File: src/source/clic_consts.svh
// CLIC constants
`ifndef CLIC_CONSTS_SVH
`define CLIC_CONSTS_SVH

// vector table geometry
`define CLIC_VEC_SIZE 8
`define CLIC_PRIO_LEVELS 8

// datapath widths
`define CLIC_WORD_W 32
`define CLIC_CSR_ADDR_W 12
// vector CSR holds a word address, so two bits fewer
`define CLIC_IMEM_ADDR_W 16

// per-vector CSR bases, room for 32 vectors each
`define CLIC_VEC_CSR_BASE 'hb00
`define CLIC_ENTRY_CSR_BASE 'hb20

// global CSRs
`define CLIC_MSTATUS_ADDR 'h300
`define CLIC_MINTTHRESH_ADDR 'h347
`define CLIC_STACKDEPTH_ADDR 'h350

// global interrupt enable in mstatus
`define CLIC_MIE_BIT 3

// reset values of the global CSRs
`define CLIC_MSTATUS_RESET 0
`define CLIC_MINTTHRESH_RESET 0

`endif

File: src/source/clic_pkg.sv
// CLIC shared types
`include "clic_consts.svh"

package clic_pkg;

  typedef logic [`CLIC_WORD_W-1:0] wordT;
  typedef logic [`CLIC_CSR_ADDR_W-1:0] csrAddrT;
  // Zicsr immediate field
  typedef logic [4:0] zimmT;
  typedef logic [$clog2(`CLIC_PRIO_LEVELS)-1:0] prioT;
  typedef logic [$clog2(`CLIC_VEC_SIZE)-1:0] vecIdxT;
  // one bit per vector
  typedef logic [`CLIC_VEC_SIZE-1:0] vecMaskT;

  typedef enum logic [2:0] {
    csrNone,
    csrRw,
    csrRs,
    csrRc,
    csrRwi,
    csrRsi,
    csrRci
  } csrOpT;

  // 5 bits, fits the immediate
  typedef struct packed {
    logic pended;
    logic enable;
    prioT prio;
  } entryT;

  // Zicsr update of one register
  function automatic wordT csrNext(wordT cur, csrOpT op, zimmT zimm, wordT rs1);
    wordT operand;
    // immediate forms zero-extend
    operand = (op inside {csrRwi, csrRsi, csrRci}) ? wordT'(zimm) : rs1;
    case (op)
      csrRw, csrRwi: csrNext = operand;
      csrRs, csrRsi: csrNext = cur | operand;
      csrRc, csrRci: csrNext = cur & ~operand;
      default: csrNext = cur;
    endcase
  endfunction

endpackage

File: src/source/csrReg.sv
// generic CSR
`timescale 1ns/1ps
`include "clic_consts.svh"

module csrReg
  import clic_pkg::*;
#(
  parameter int Width = `CLIC_WORD_W,
  parameter csrAddrT Addr = '0,
  parameter logic [Width-1:0] ResetValue = '0,
  // zero makes it read-only
  parameter bit Writable = 1'b1
) (
  input logic clk,
  input logic rstN,
  input logic csrEnable,
  input csrAddrT csrAddr,
  input csrOpT csrOp,
  input zimmT rs1Zimm,
  input wordT rs1Data,
  output wordT rdata,
  output logic [Width-1:0] data
);

  logic hit;
  logic doWrite;
  wordT nextWord;

  // own address decode
  assign hit = (csrAddr == Addr);
  assign doWrite = Writable && csrEnable && hit && (csrOp != csrNone);

  // full-word update with upper bits dropped on store
  assign nextWord = csrNext(wordT'(data), csrOp, rs1Zimm, rs1Data);

  always_ff @(posedge clk or negedge rstN) begin
    if (!rstN) begin
      data <= ResetValue;
    end else if (doWrite) begin
      data <= nextWord[Width-1:0];
    end
  end

  // zero when not addressed so the top can OR
  assign rdata = hit ? wordT'(data) : '0;

endmodule

File: src/source/clicEntryTable.sv
// CLIC vector and entry table
`timescale 1ns/1ps
`include "clic_consts.svh"

module clicEntryTable
  import clic_pkg::*;
(
  input logic clk,
  input logic rstN,
  input logic csrEnable,
  input csrAddrT csrAddr,
  input csrOpT csrOp,
  input zimmT rs1Zimm,
  input wordT rs1Data,
  input vecMaskT irqLines,
  input logic ackStrobe,
  input vecIdxT ackIndex,
  output wordT rdata,
  output entryT entries [`CLIC_VEC_SIZE],
  output wordT vectors [`CLIC_VEC_SIZE]
);

  localparam int VecW = `CLIC_IMEM_ADDR_W - 2;

  wordT vecRdata [`CLIC_VEC_SIZE];
  logic [VecW-1:0] vecData [`CLIC_VEC_SIZE];
  entryT entryQ [`CLIC_VEC_SIZE];
  entryT entryNext [`CLIC_VEC_SIZE];

  // vector address CSRs, plain software registers
  for (genvar k = 0; k < `CLIC_VEC_SIZE; k++) begin : genVec
    csrReg #(
      .Width(VecW),
      .Addr(csrAddrT'(`CLIC_VEC_CSR_BASE + k)),
      .ResetValue('0),
      .Writable(1'b1)
    ) i_vecCsr (
      .*,
      .rdata(vecRdata[k]),
      .data(vecData[k])
    );
    assign vectors[k] = wordT'(vecData[k]);
  end

  // entry next state
  always_comb begin
    wordT upd;
    for (int k = 0; k < `CLIC_VEC_SIZE; k++) begin
      entryNext[k] = entryQ[k];
      upd = csrNext(wordT'(entryQ[k]), csrOp, rs1Zimm, rs1Data);
      // software write first
      if (csrEnable && csrOp != csrNone &&
          csrAddr == csrAddrT'(`CLIC_ENTRY_CSR_BASE + k)) begin
        entryNext[k] = upd[$bits(entryT)-1:0];
      end
      // then ack clear
      if (ackStrobe && ackIndex == vecIdxT'(k)) begin
        entryNext[k].pended = 1'b0;
      end
      // a live line always wins
      if (irqLines[k]) begin
        entryNext[k].pended = 1'b1;
      end
    end
  end

  always_ff @(posedge clk or negedge rstN) begin
    if (!rstN) begin
      for (int k = 0; k < `CLIC_VEC_SIZE; k++) begin
        entryQ[k] <= '0;
      end
    end else begin
      entryQ <= entryNext;
    end
  end

  assign entries = entryQ;

  // read OR of both CSR banks
  always_comb begin
    rdata = '0;
    for (int k = 0; k < `CLIC_VEC_SIZE; k++) begin
      rdata = rdata | vecRdata[k];
      if (csrAddr == csrAddrT'(`CLIC_ENTRY_CSR_BASE + k)) begin
        rdata = rdata | wordT'(entryQ[k]);
      end
    end
  end

  // the top only acks a pended winner
  ackPended: assert property (
    @(posedge clk) disable iff (!rstN)
    ackStrobe |-> entryQ[ackIndex].pended
  );

endmodule

File: src/source/prioArbiter.sv
// CLIC priority arbiter
`timescale 1ns/1ps
`include "clic_consts.svh"

module prioArbiter
  import clic_pkg::*;
(
  input entryT entries [`CLIC_VEC_SIZE],
  input prioT threshold,
  output logic winValid,
  output vecIdxT winIndex
);

  // running best starts at threshold and must be beaten
  prioT bestPrio;

  always_comb begin
    winValid = 1'b0;
    winIndex = '0;
    bestPrio = threshold;
    // strict compare keeps the lowest index on a tie
    for (int k = 0; k < `CLIC_VEC_SIZE; k++) begin
      if (entries[k].enable && entries[k].pended &&
          entries[k].prio > bestPrio) begin
        winValid = 1'b1;
        winIndex = vecIdxT'(k);
        bestPrio = entries[k].prio;
      end
    end
  end

endmodule

File: src/source/nClic.sv
// CLIC top level
`timescale 1ns/1ps
`include "clic_consts.svh"

module nClic
  import clic_pkg::*;
(
  input logic clk,
  input logic rstN,
  input logic csrEnable,
  input csrAddrT csrAddr,
  input csrOpT csrOp,
  input zimmT rs1Zimm,
  input wordT rs1Data,
  input vecMaskT irqLines,
  input logic irqAck,
  input logic irqRet,
  output wordT csrRdata,
  output logic takeInterrupt,
  output vecIdxT intIndex,
  output wordT intVector
);

  // depth can reach the vector count, one extra bit
  localparam int DepthW = $clog2(`CLIC_VEC_SIZE + 1);

  wordT mstatus;
  wordT mstatusRdata;
  prioT threshold;
  wordT threshRdata;
  wordT tableRdata;
  wordT depthRdata;
  entryT entries [`CLIC_VEC_SIZE];
  wordT vectors [`CLIC_VEC_SIZE];
  logic winValid;
  logic ackStrobe;
  logic [DepthW-1:0] stackDepth;

  // mstatus, only MIE matters here
  csrReg #(
    .Width(`CLIC_WORD_W),
    .Addr(csrAddrT'(`CLIC_MSTATUS_ADDR)),
    .ResetValue(`CLIC_MSTATUS_RESET),
    .Writable(1'b1)
  ) i_mstatus (
    .*,
    .rdata(mstatusRdata),
    .data(mstatus)
  );

  // mintthresh, priority wide
  csrReg #(
    .Width($bits(prioT)),
    .Addr(csrAddrT'(`CLIC_MINTTHRESH_ADDR)),
    .ResetValue(`CLIC_MINTTHRESH_RESET),
    .Writable(1'b1)
  ) i_mintthresh (
    .*,
    .rdata(threshRdata),
    .data(threshold)
  );

  clicEntryTable i_entryTable (
    .*,
    .ackIndex(intIndex),
    .rdata(tableRdata)
  );

  prioArbiter i_arbiter (
    .*,
    .winIndex(intIndex)
  );

  // global enable gate
  assign takeInterrupt = winValid & mstatus[`CLIC_MIE_BIT];
  assign intVector = vectors[intIndex];
  // stray acks dropped
  assign ackStrobe = irqAck & takeInterrupt;

  // nesting depth, ack pushes, return pops
  always_ff @(posedge clk or negedge rstN) begin
    if (!rstN) begin
      stackDepth <= '0;
    end else if (ackStrobe && !irqRet) begin
      stackDepth <= stackDepth + 1'b1;
    end else if (irqRet && !ackStrobe && stackDepth != '0) begin
      // saturate at zero
      stackDepth <= stackDepth - 1'b1;
    end
  end

  // read-only decode, writes fall through unseen
  assign depthRdata = (csrAddr == csrAddrT'(`CLIC_STACKDEPTH_ADDR)) ?
                      wordT'(stackDepth) : '0;

  // unmapped addresses read zero
  assign csrRdata = mstatusRdata | threshRdata | tableRdata | depthRdata;

  // no preemption, so nesting is bounded by the vectors
  depthBound: assert property (
    @(posedge clk) disable iff (!rstN)
    stackDepth <= DepthW'(`CLIC_VEC_SIZE)
  );

endmodule

File: config.mk
export PLATFORM = sky130hd
export DESIGN_NAME = nClic
export DESIGN_NICKNAME = d
export VERILOG_FILES = /design/src/source/clic_pkg.sv /design/src/source/csrReg.sv /design/src/source/clicEntryTable.sv /design/src/source/prioArbiter.sv /design/src/source/nClic.sv
export VERILOG_INCLUDE_DIRS = /design/src /design/src/source
export SDC_FILE = /design/constraint.sdc
export NUM_CORES = 1
export LEC_CHECK = 0
export BUFFER_PORTS_ARGS = -buffer_cell sky130_fd_sc_hd__buf_2
export CELL_PAD_IN_SITES_DETAIL_PLACEMENT = 0
export CELL_PAD_IN_SITES_GLOBAL_PLACEMENT = 1
export CORE_UTILIZATION = 30
export DETAILED_ROUTE_END_ITERATION = 8
export MAX_ROUTING_LAYER = met4
export PLACE_DENSITY = 0.59
export RECOVER_POWER = 50
export SYNTH_ARGS = -nofsm -noshare
export SYNTH_HDL_FRONTEND = slang
export SYNTH_HIERARCHICAL = 1
export SYNTH_SLANG_ARGS = --single-unit
File: constraint.sdc
create_clock -name clk -period 34.3 [get_ports clk]
set_input_delay 1.715 -clock clk [delete_from_list [all_inputs] [get_ports clk]]
set_output_delay 1.715 -clock clk [all_outputs]
set_load 0.01 [all_outputs]
Word-level counts from Yosys, hierarchy flattened
Cells that the tools add are included. W data, S select, Z words.

Add/sub/neg operators: 2. Magnitude comparators: 9. Equal/unequal tests: 32. Multiplexer cells: 89. Bitwise gates (word level): 58. Reductions and logical operators: 109.

Operators with widths (count): $mux W32 (12); $pmux W14 S3 (8); $or A32 B14 Y32 (7); $or A32 B5 Y32 (7); $eq A12 B12 Y1 const B (16); $pmux W5 S3 (8); $and A14 B14 Y14 (8); $mux W14 (8); $or A14 B14 Y14 (8); $bmux W32 S3 (1); $or A32 B32 Y32 (3); $pmux W32 S3 (1); $logic_and A1 B1 Y1 (56); $reduce_and A2 Y1 (26); $and A5 B5 Y5 (8); $mux W5 (8); $or A5 B5 Y5 (8); $reduce_bool A5 Y1 (8); $eq A12 B10 Y1 const B (3); $mux W3 (12); $reduce_bool A3 Y1 (11); $and A32 B32 Y32 (1); $not A32 Y32 (1); $or A32 B4 Y32 (1); other kinds (21) (69).

Flip-flop bits (word level): 191. Output and inout port bits: 68.

Logic depth before layout (Yosys ltp)
Depth in word-level cells: 31. Depth in mapped cells: 61. Mapped depth without buffers: 61.

Cells and area by module
The synthesis kept the hierarchy.

Modules (own cells, without submodules): clicEntryTable (instances 1, cells each 532, area an instance 4291.6 sq um, sequential area each 1001.0 sq um); csrReg (i_entryTable.genVec[1].i_vecCsr ...) (instances 2, cells each 171, area an instance 1510.2 sq um, sequential area each 350.3 sq um); csrReg (i_entryTable.genVec[5].i_vecCsr ...) (instances 2, cells each 171, area an instance 1496.4 sq um, sequential area each 350.3 sq um); nClic (instances 1, cells each 172, area an instance 2586.2 sq um, sequential area each 100.1 sq um); csrReg (i_mstatus) (instances 1, cells each 294, area an instance 2378.5 sq um, sequential area each 800.8 sq um); csrReg (i_entryTable.genVec[3].i_vecCsr) (instances 1, cells each 171, area an instance 1531.5 sq um, sequential area each 350.3 sq um); csrReg (i_entryTable.genVec[4].i_vecCsr) (instances 1, cells each 175, area an instance 1470.2 sq um, sequential area each 350.3 sq um); csrReg (i_entryTable.genVec[0].i_vecCsr) (instances 1, cells each 175, area an instance 1468.9 sq um, sequential area each 350.3 sq um); csrReg (i_entryTable.genVec[7].i_vecCsr) (instances 1, cells each 171, area an instance 1467.7 sq um, sequential area each 350.3 sq um); prioArbiter (instances 1, cells each 145, area an instance 1083.5 sq um, sequential area each 0.0 sq um); csrReg (i_mintthresh) (instances 1, cells each 71, area an instance 559.3 sq um, sequential area each 75.1 sq um).

Worst setup path after synthesis
No wires, ideal clock.

Kind: reg2out. Start point: register i_entryTable.entryQ, in the netlist i_entryTable/entries[36]. End point: output port intVector[0]. Arrival time: 11401 ps. Required time: 32585 ps. Slack: 21184 ps. Cell stages (with the launch flop): 55. Path buffers: 2. Cell sequence: dfrtp_1 ha_1 nor2b_4 o311a_4 nand2_1 nand2_1 o21ai_0 ha_1 nor2_1 nor2_1 a31oi_4 a21oi_1 a2111o_1 mux2_2 ha_1 nor2_1 nor2_1 a21oi_1 [... 19 more ...] mux2_4 ha_1 inv_1 a21o_1 a21oi_1 a311oi_1 inv_1 a21o_1 ha_1 nor2b_1 o21a_1 o2111ai_1 nor2b_1 o21ai_0 buf_2 buf_1 mux4_2 mux2_2.

Word-level cells in the longest chain between the ends: 28. Elaborated cells on any way between the ends: 34.

RTL lines: from (decl) (line clicEntryTable.sv:27) `` entryT entryQ [`CLIC_VEC_SIZE]; ``; from (signal assigned) (line clicEntryTable.sv:73) `entryQ <= entryNext;`; $gt A3 B3 Y1 (line prioArbiter.sv:24) `entries[k].prio > bestPrio) begin`; $logic_and A1 B1 Y1 (line prioArbiter.sv:23) `if (entries[k].enable && entries[k].pended &&`; $mux W3 * (line prioArbiter.sv:23); $gt A3 B3 Y1 (line prioArbiter.sv:24); $logic_and A1 B1 Y1 (line prioArbiter.sv:23); $mux W3 * (line prioArbiter.sv:23); $gt A3 B3 Y1 (line prioArbiter.sv:24); $logic_and A1 B1 Y1 (line prioArbiter.sv:23); [... 12 more ...]; $mux W3 (line prioArbiter.sv:23); $gt A3 B3 Y1 (line prioArbiter.sv:24); $logic_and A1 B1 Y1 (line prioArbiter.sv:23); $mux W3 * (line prioArbiter.sv:23); via intIndex[1] (line nClic.sv:20) `output vecIdxT intIndex,`; $not A3 Y4 (not written as such) * (line nClic.sv:76) `assign intVector = vectors[intIndex];`; $bmux W32 S3 * (line nClic.sv:76); $mux W32 (not written as such) * (2 in a row) (line nClic.sv:76); to (decl) (line nClic.sv:21) `output wordT intVector`.

Mark *: on every way through the listed nets, which the timed path passes. The rest lies on a longest branch. The select of a mux whose other input is x is not followed.

Final worst setup path
Start point: register i_mintthresh.data[1]. End point: output port intVector[10].

Word-level cells in the longest chain between the ends: 28. Elaborated cells on any way between the ends: 34.

RTL lines: from (decl) (line csrReg.sv:22) `output logic [Width-1:0] data`; from (signal assigned) (line csrReg.sv:38) `data <= ResetValue;`; from (signal assigned) (line csrReg.sv:40) `data <= nextWord[Width-1:0];`; $gt A3 B3 Y1 (line prioArbiter.sv:24); $logic_and A1 B1 Y1 (line prioArbiter.sv:23); $mux W3 * (line prioArbiter.sv:23); $gt A3 B3 Y1 (line prioArbiter.sv:24); $logic_and A1 B1 Y1 (line prioArbiter.sv:23); $mux W3 (line prioArbiter.sv:23); $gt A3 B3 Y1 (line prioArbiter.sv:24); $logic_and A1 B1 Y1 (line prioArbiter.sv:23); [... 11 more ...]; $logic_and A1 B1 Y1 (line prioArbiter.sv:23); $mux W3 (line prioArbiter.sv:23); $gt A3 B3 Y1 (line prioArbiter.sv:24); $logic_and A1 B1 Y1 (line prioArbiter.sv:23); $mux W3 * (line prioArbiter.sv:23); $not A3 Y4 (not written as such) * (line nClic.sv:76); $bmux W32 S3 * (line nClic.sv:76); $mux W32 (not written as such) * (2 in a row) (line nClic.sv:76).

Every way passes the cells marked *; elsewhere a longest branch is shown, timed or not. The select of a mux whose other input is x is not followed.

==> out/results.tsv <==
metric	value	unit
Area contributors post-synth	dfrtp_1, buf_4, a21oi_1	
Post-synth EDFFs	0	
Reg power frac	40.0	%
max_cap viols	6	
Hold WS	0.4971	ns
area leader, netlist	dfrtp_1	
DP HPWL	53.50	mm
Crit path top cell by count	ha_1	
initial antenna violation count	8	
Starting Density	30.49	%
Core ar.	74950	um2
H-tree depth	4	
Final Cycle Share	45.32	%
cts repair resizes	0	
WP data arrival	13.83	ns
WP data required	32.58	ns
combinational share of power	23.1	%
Worst Tran Pin Value	4.255	ns
Vias	19972	
final hold viol count	0	
CP Max Fanout	59	
Num CTS Buffers	17	
pwr dens	26.44	nW/um2
yosys warns	6	
RSZ-0062 raised after global routing	false	
overall die height	278.0	um
slowest stage cell, crit path	buf_4	
final setup fails	0	
layout cell share with drive strength beyond 1	14.11	%
worst skew pair latency	0.52	ns
post-synthesis sequential area ratio	20.92	%
Psw	0.2170	mW
Bufs on Longest Clock Path	2	
clock-pin slew on the worst setup and hold paths	0.07	ns
DP Cell Count	3517	
minimum clock period	15.54	ns
post-CTS setup buffers	0	
share of total power in the clock network	37.0	%
Critical Path Source Type	flip-flop	
critical path capture point type	primary output	
Syn Area/Cell	8.823	um2
Yosys top cell area share	20.92	%
Netlist cell types	109	
row count	100	
failing checks	max-capacitance violations, max-slew violations	
switching share of total power	35.21	%
Syn Std Cell Area	22850	um2
final setup skew	0.01433	ns
synth cell count leaders	buf_4, a21oi_1, dfrtp_1	
Max Fclk	0.06433	GHz
TritonCTS clock tree	built	
WL final	78.53	mm
nets	2649	
post-detailed-route wirelength per cell	22.06	um
fin. max-slew vios	414	
first-pass GRT wire length	120.1	mm
WS Path Type	flip-flop to primary output	
post-synthesis cell count	2590	
dominant synthesized flop cell	dfrtp_1	
Non-Filler Instances	3559	
area delta synth->final	2.015	%
Setup TNS Final	0	ns
worst rel slew slack	-183.7	%
P_int	0.3994	mW
Hold Crit Class	flip-flop to flip-flop	
flop and latch count out of synthesis	191	
Initial DRC Count	1773	
IO Count	133	
Util after Layout	31.10	%
largest net degree at the start of global routing	183	
placer congestion estimate	0.8351	
number of global-route vias before repair	19304	
most frequent cell after synthesis	buf_4	
vias per cell	5.612	
CTS Sinks	191	
peak supply drop	0.03879	mV
Synth async-reset ratio	100.0	%
number of port buffers	114	
hold_buf cts	0	
total grt overflow	0	
Die Wd	278.0	um
max incr delay on CP	0.80	ns
DR pass1 iterations	8	
status	complete, but fails checks	
Post-route DRC	0	
All-Layer GR Usage	20.68	%
Root Driver	clkbuf_16	
leakage power	9.246	nW
die area	77280	um2
Routed Antenna Nets	0	
state kept, by name, indices dropped and copies added (netlist names):
register                           count
i_mstatus/data                        32
stackDepth                             4
i_entryTable/genVec.i_vecCsr/data    112
i_entryTable/entries                  40
i_mintthresh/data                      3
area by class of cell:
| cell class | count | area (um2) |
|---|---|---|
| diodes | 10 | 25.02 |
| clock buffers | 18 | 439.2 |
| clock inverters | 14 | 168.9 |
| fillers | 7788 | 51640 |
| inverters | 97 | 364.1 |
| multi-input cells | 2124 | 15580 |
| flip-flops and latches | 191 | 4780 |
| well taps | 969 | 1212 |
| repair buffers | 136 | 743.2 |
critical path, delay by kind of cell, from the launching register on:
kind                       cells  cell delay [ns]
buffers and inverters          6             1.38
muxes                          7             2.68
DFF                            1             0.45
AOI/OAI and AO/OA             20             4.74
adders and majority gates      9             2.58
and+or+nand+nor               10             1.30
cells in the final DEF (no fill, tap or decap), types with 11 or more instances in the layout:
| master | n |
|---|---|
| conb_1 | 317 |
| a21oi_1 | 234 |
| dfrtp_1 | 191 |
| and2_1 | 122 |
| buf_2 | 110 |
| nand2_1 | 104 |
| inv_1 | 88 |
| o211ai_1 | 75 |
| nor3b_1 | 72 |
| nor4_1 | 70 |
| a32oi_1 | 68 |
| o21ai_0 | 64 |
| nand2b_1 | 64 |
| mux2i_1 | 58 |
| nor2_1 | 58 |
| o21ai_1 | 58 |
| mux2_2 | 54 |
| o22ai_1 | 52 |
| and3_1 | 48 |
| nand3b_1 | 44 |
| a221o_1 | 44 |
| mux4_1 | 40 |
| a32o_1 | 40 |
| or3_1 | 33 |
| mux2_4 | 29 |
| mux4_2 | 28 |
| nand3_1 | 28 |
| a22oi_1 | 28 |
| nor2b_1 | 18 |
| buf_4 | 18 |
| clkbuf_16 | 17 |
| ha_1 | 16 |
| nand4_1 | 12 |
| nor3_1 | 12 |
| mux2_1 | 12 |
| nor4_4 | 11 |
| and4bb_2 | 11 |
stage by stage:
step	instance area [um2]	power [mW]	worst slack, ns
finish	23310	0.6164	18.76
global route	23300	0.6454	17.69
CTS	23320	0.6209	18.69
detailed placement	22710	0.3911	19.30
global placement	22710	0.3859	19.41
floorplan	24000	0.3661	21.18
path summary, 6_finish.rpt:
| check | cells past startpoint | from | to | slack [ns] |
|---|---|---|---|---|
| min in group asynchronous | 1 | rstN | i_entryTable/entries[10]$_DFFE_PN0P_ | 2.70 |
| setup reg to reg | 57 | i_mintthresh/data[1]$_DFFE_PN0P_ | stackDepth[3]$_DFFE_PN0P_ | 20.92 |
| hold / removal | 1 | stackDepth[3]$_DFFE_PN0P_ | stackDepth[3]$_DFFE_PN0P_ | 0.50 |
| setup / recovery | 52 | i_mintthresh/data[1]$_DFFE_PN0P_ | intVector[10] | 18.76 |
| max in group asynchronous | 2 | rstN | i_entryTable/genVec[0].i_vecCsr/data[12]$_DFFE_PN0P_ | 26.31 |
| hold reg to reg | 1 | stackDepth[3]$_DFFE_PN0P_ | stackDepth[3]$_DFFE_PN0P_ | 0.50 |
power by group through the flow:
| stage | Clock [mW] | Sequential (mW) | Combinational, mW |
|---|---|---|---|
| after floorplan | 0 | 0.246 | 0.120 |
| after global placement | 0 | 0.250 | 0.136 |
| after detailed placement | 0 | 0.251 | 0.141 |
| after CTS | 0.234 | 0.246 | 0.141 |
| after global routing | 0.240 | 0.248 | 0.158 |
| final | 0.228 | 0.246 | 0.142 |
layer usage:
metal | share of wire (%) | global-route usage (%)
met1 | 44 | 26.41
met2 | 49 | 33.62
met3 | 4.4 | 2.401
met4 | 2.6 | 7.395
met5 | 0 | -
cell families after synthesis:
| kind of cell | share of synthesized area (%) |
|---|---|
| AND/OR/NAND/NOR | 23.35 |
| other | 0.1643 |
| adder cells (fa/ha/maj) | 1.051 |
| AO/OA/AOI/OAI | 23.12 |
| multiplexers | 15.06 |
| XOR/XNOR | 0.2683 |
| flip-flops | 20.92 |
| buffers and inverters | 16.07 |
No activity file was read; power rests on OpenSTA's default activity.
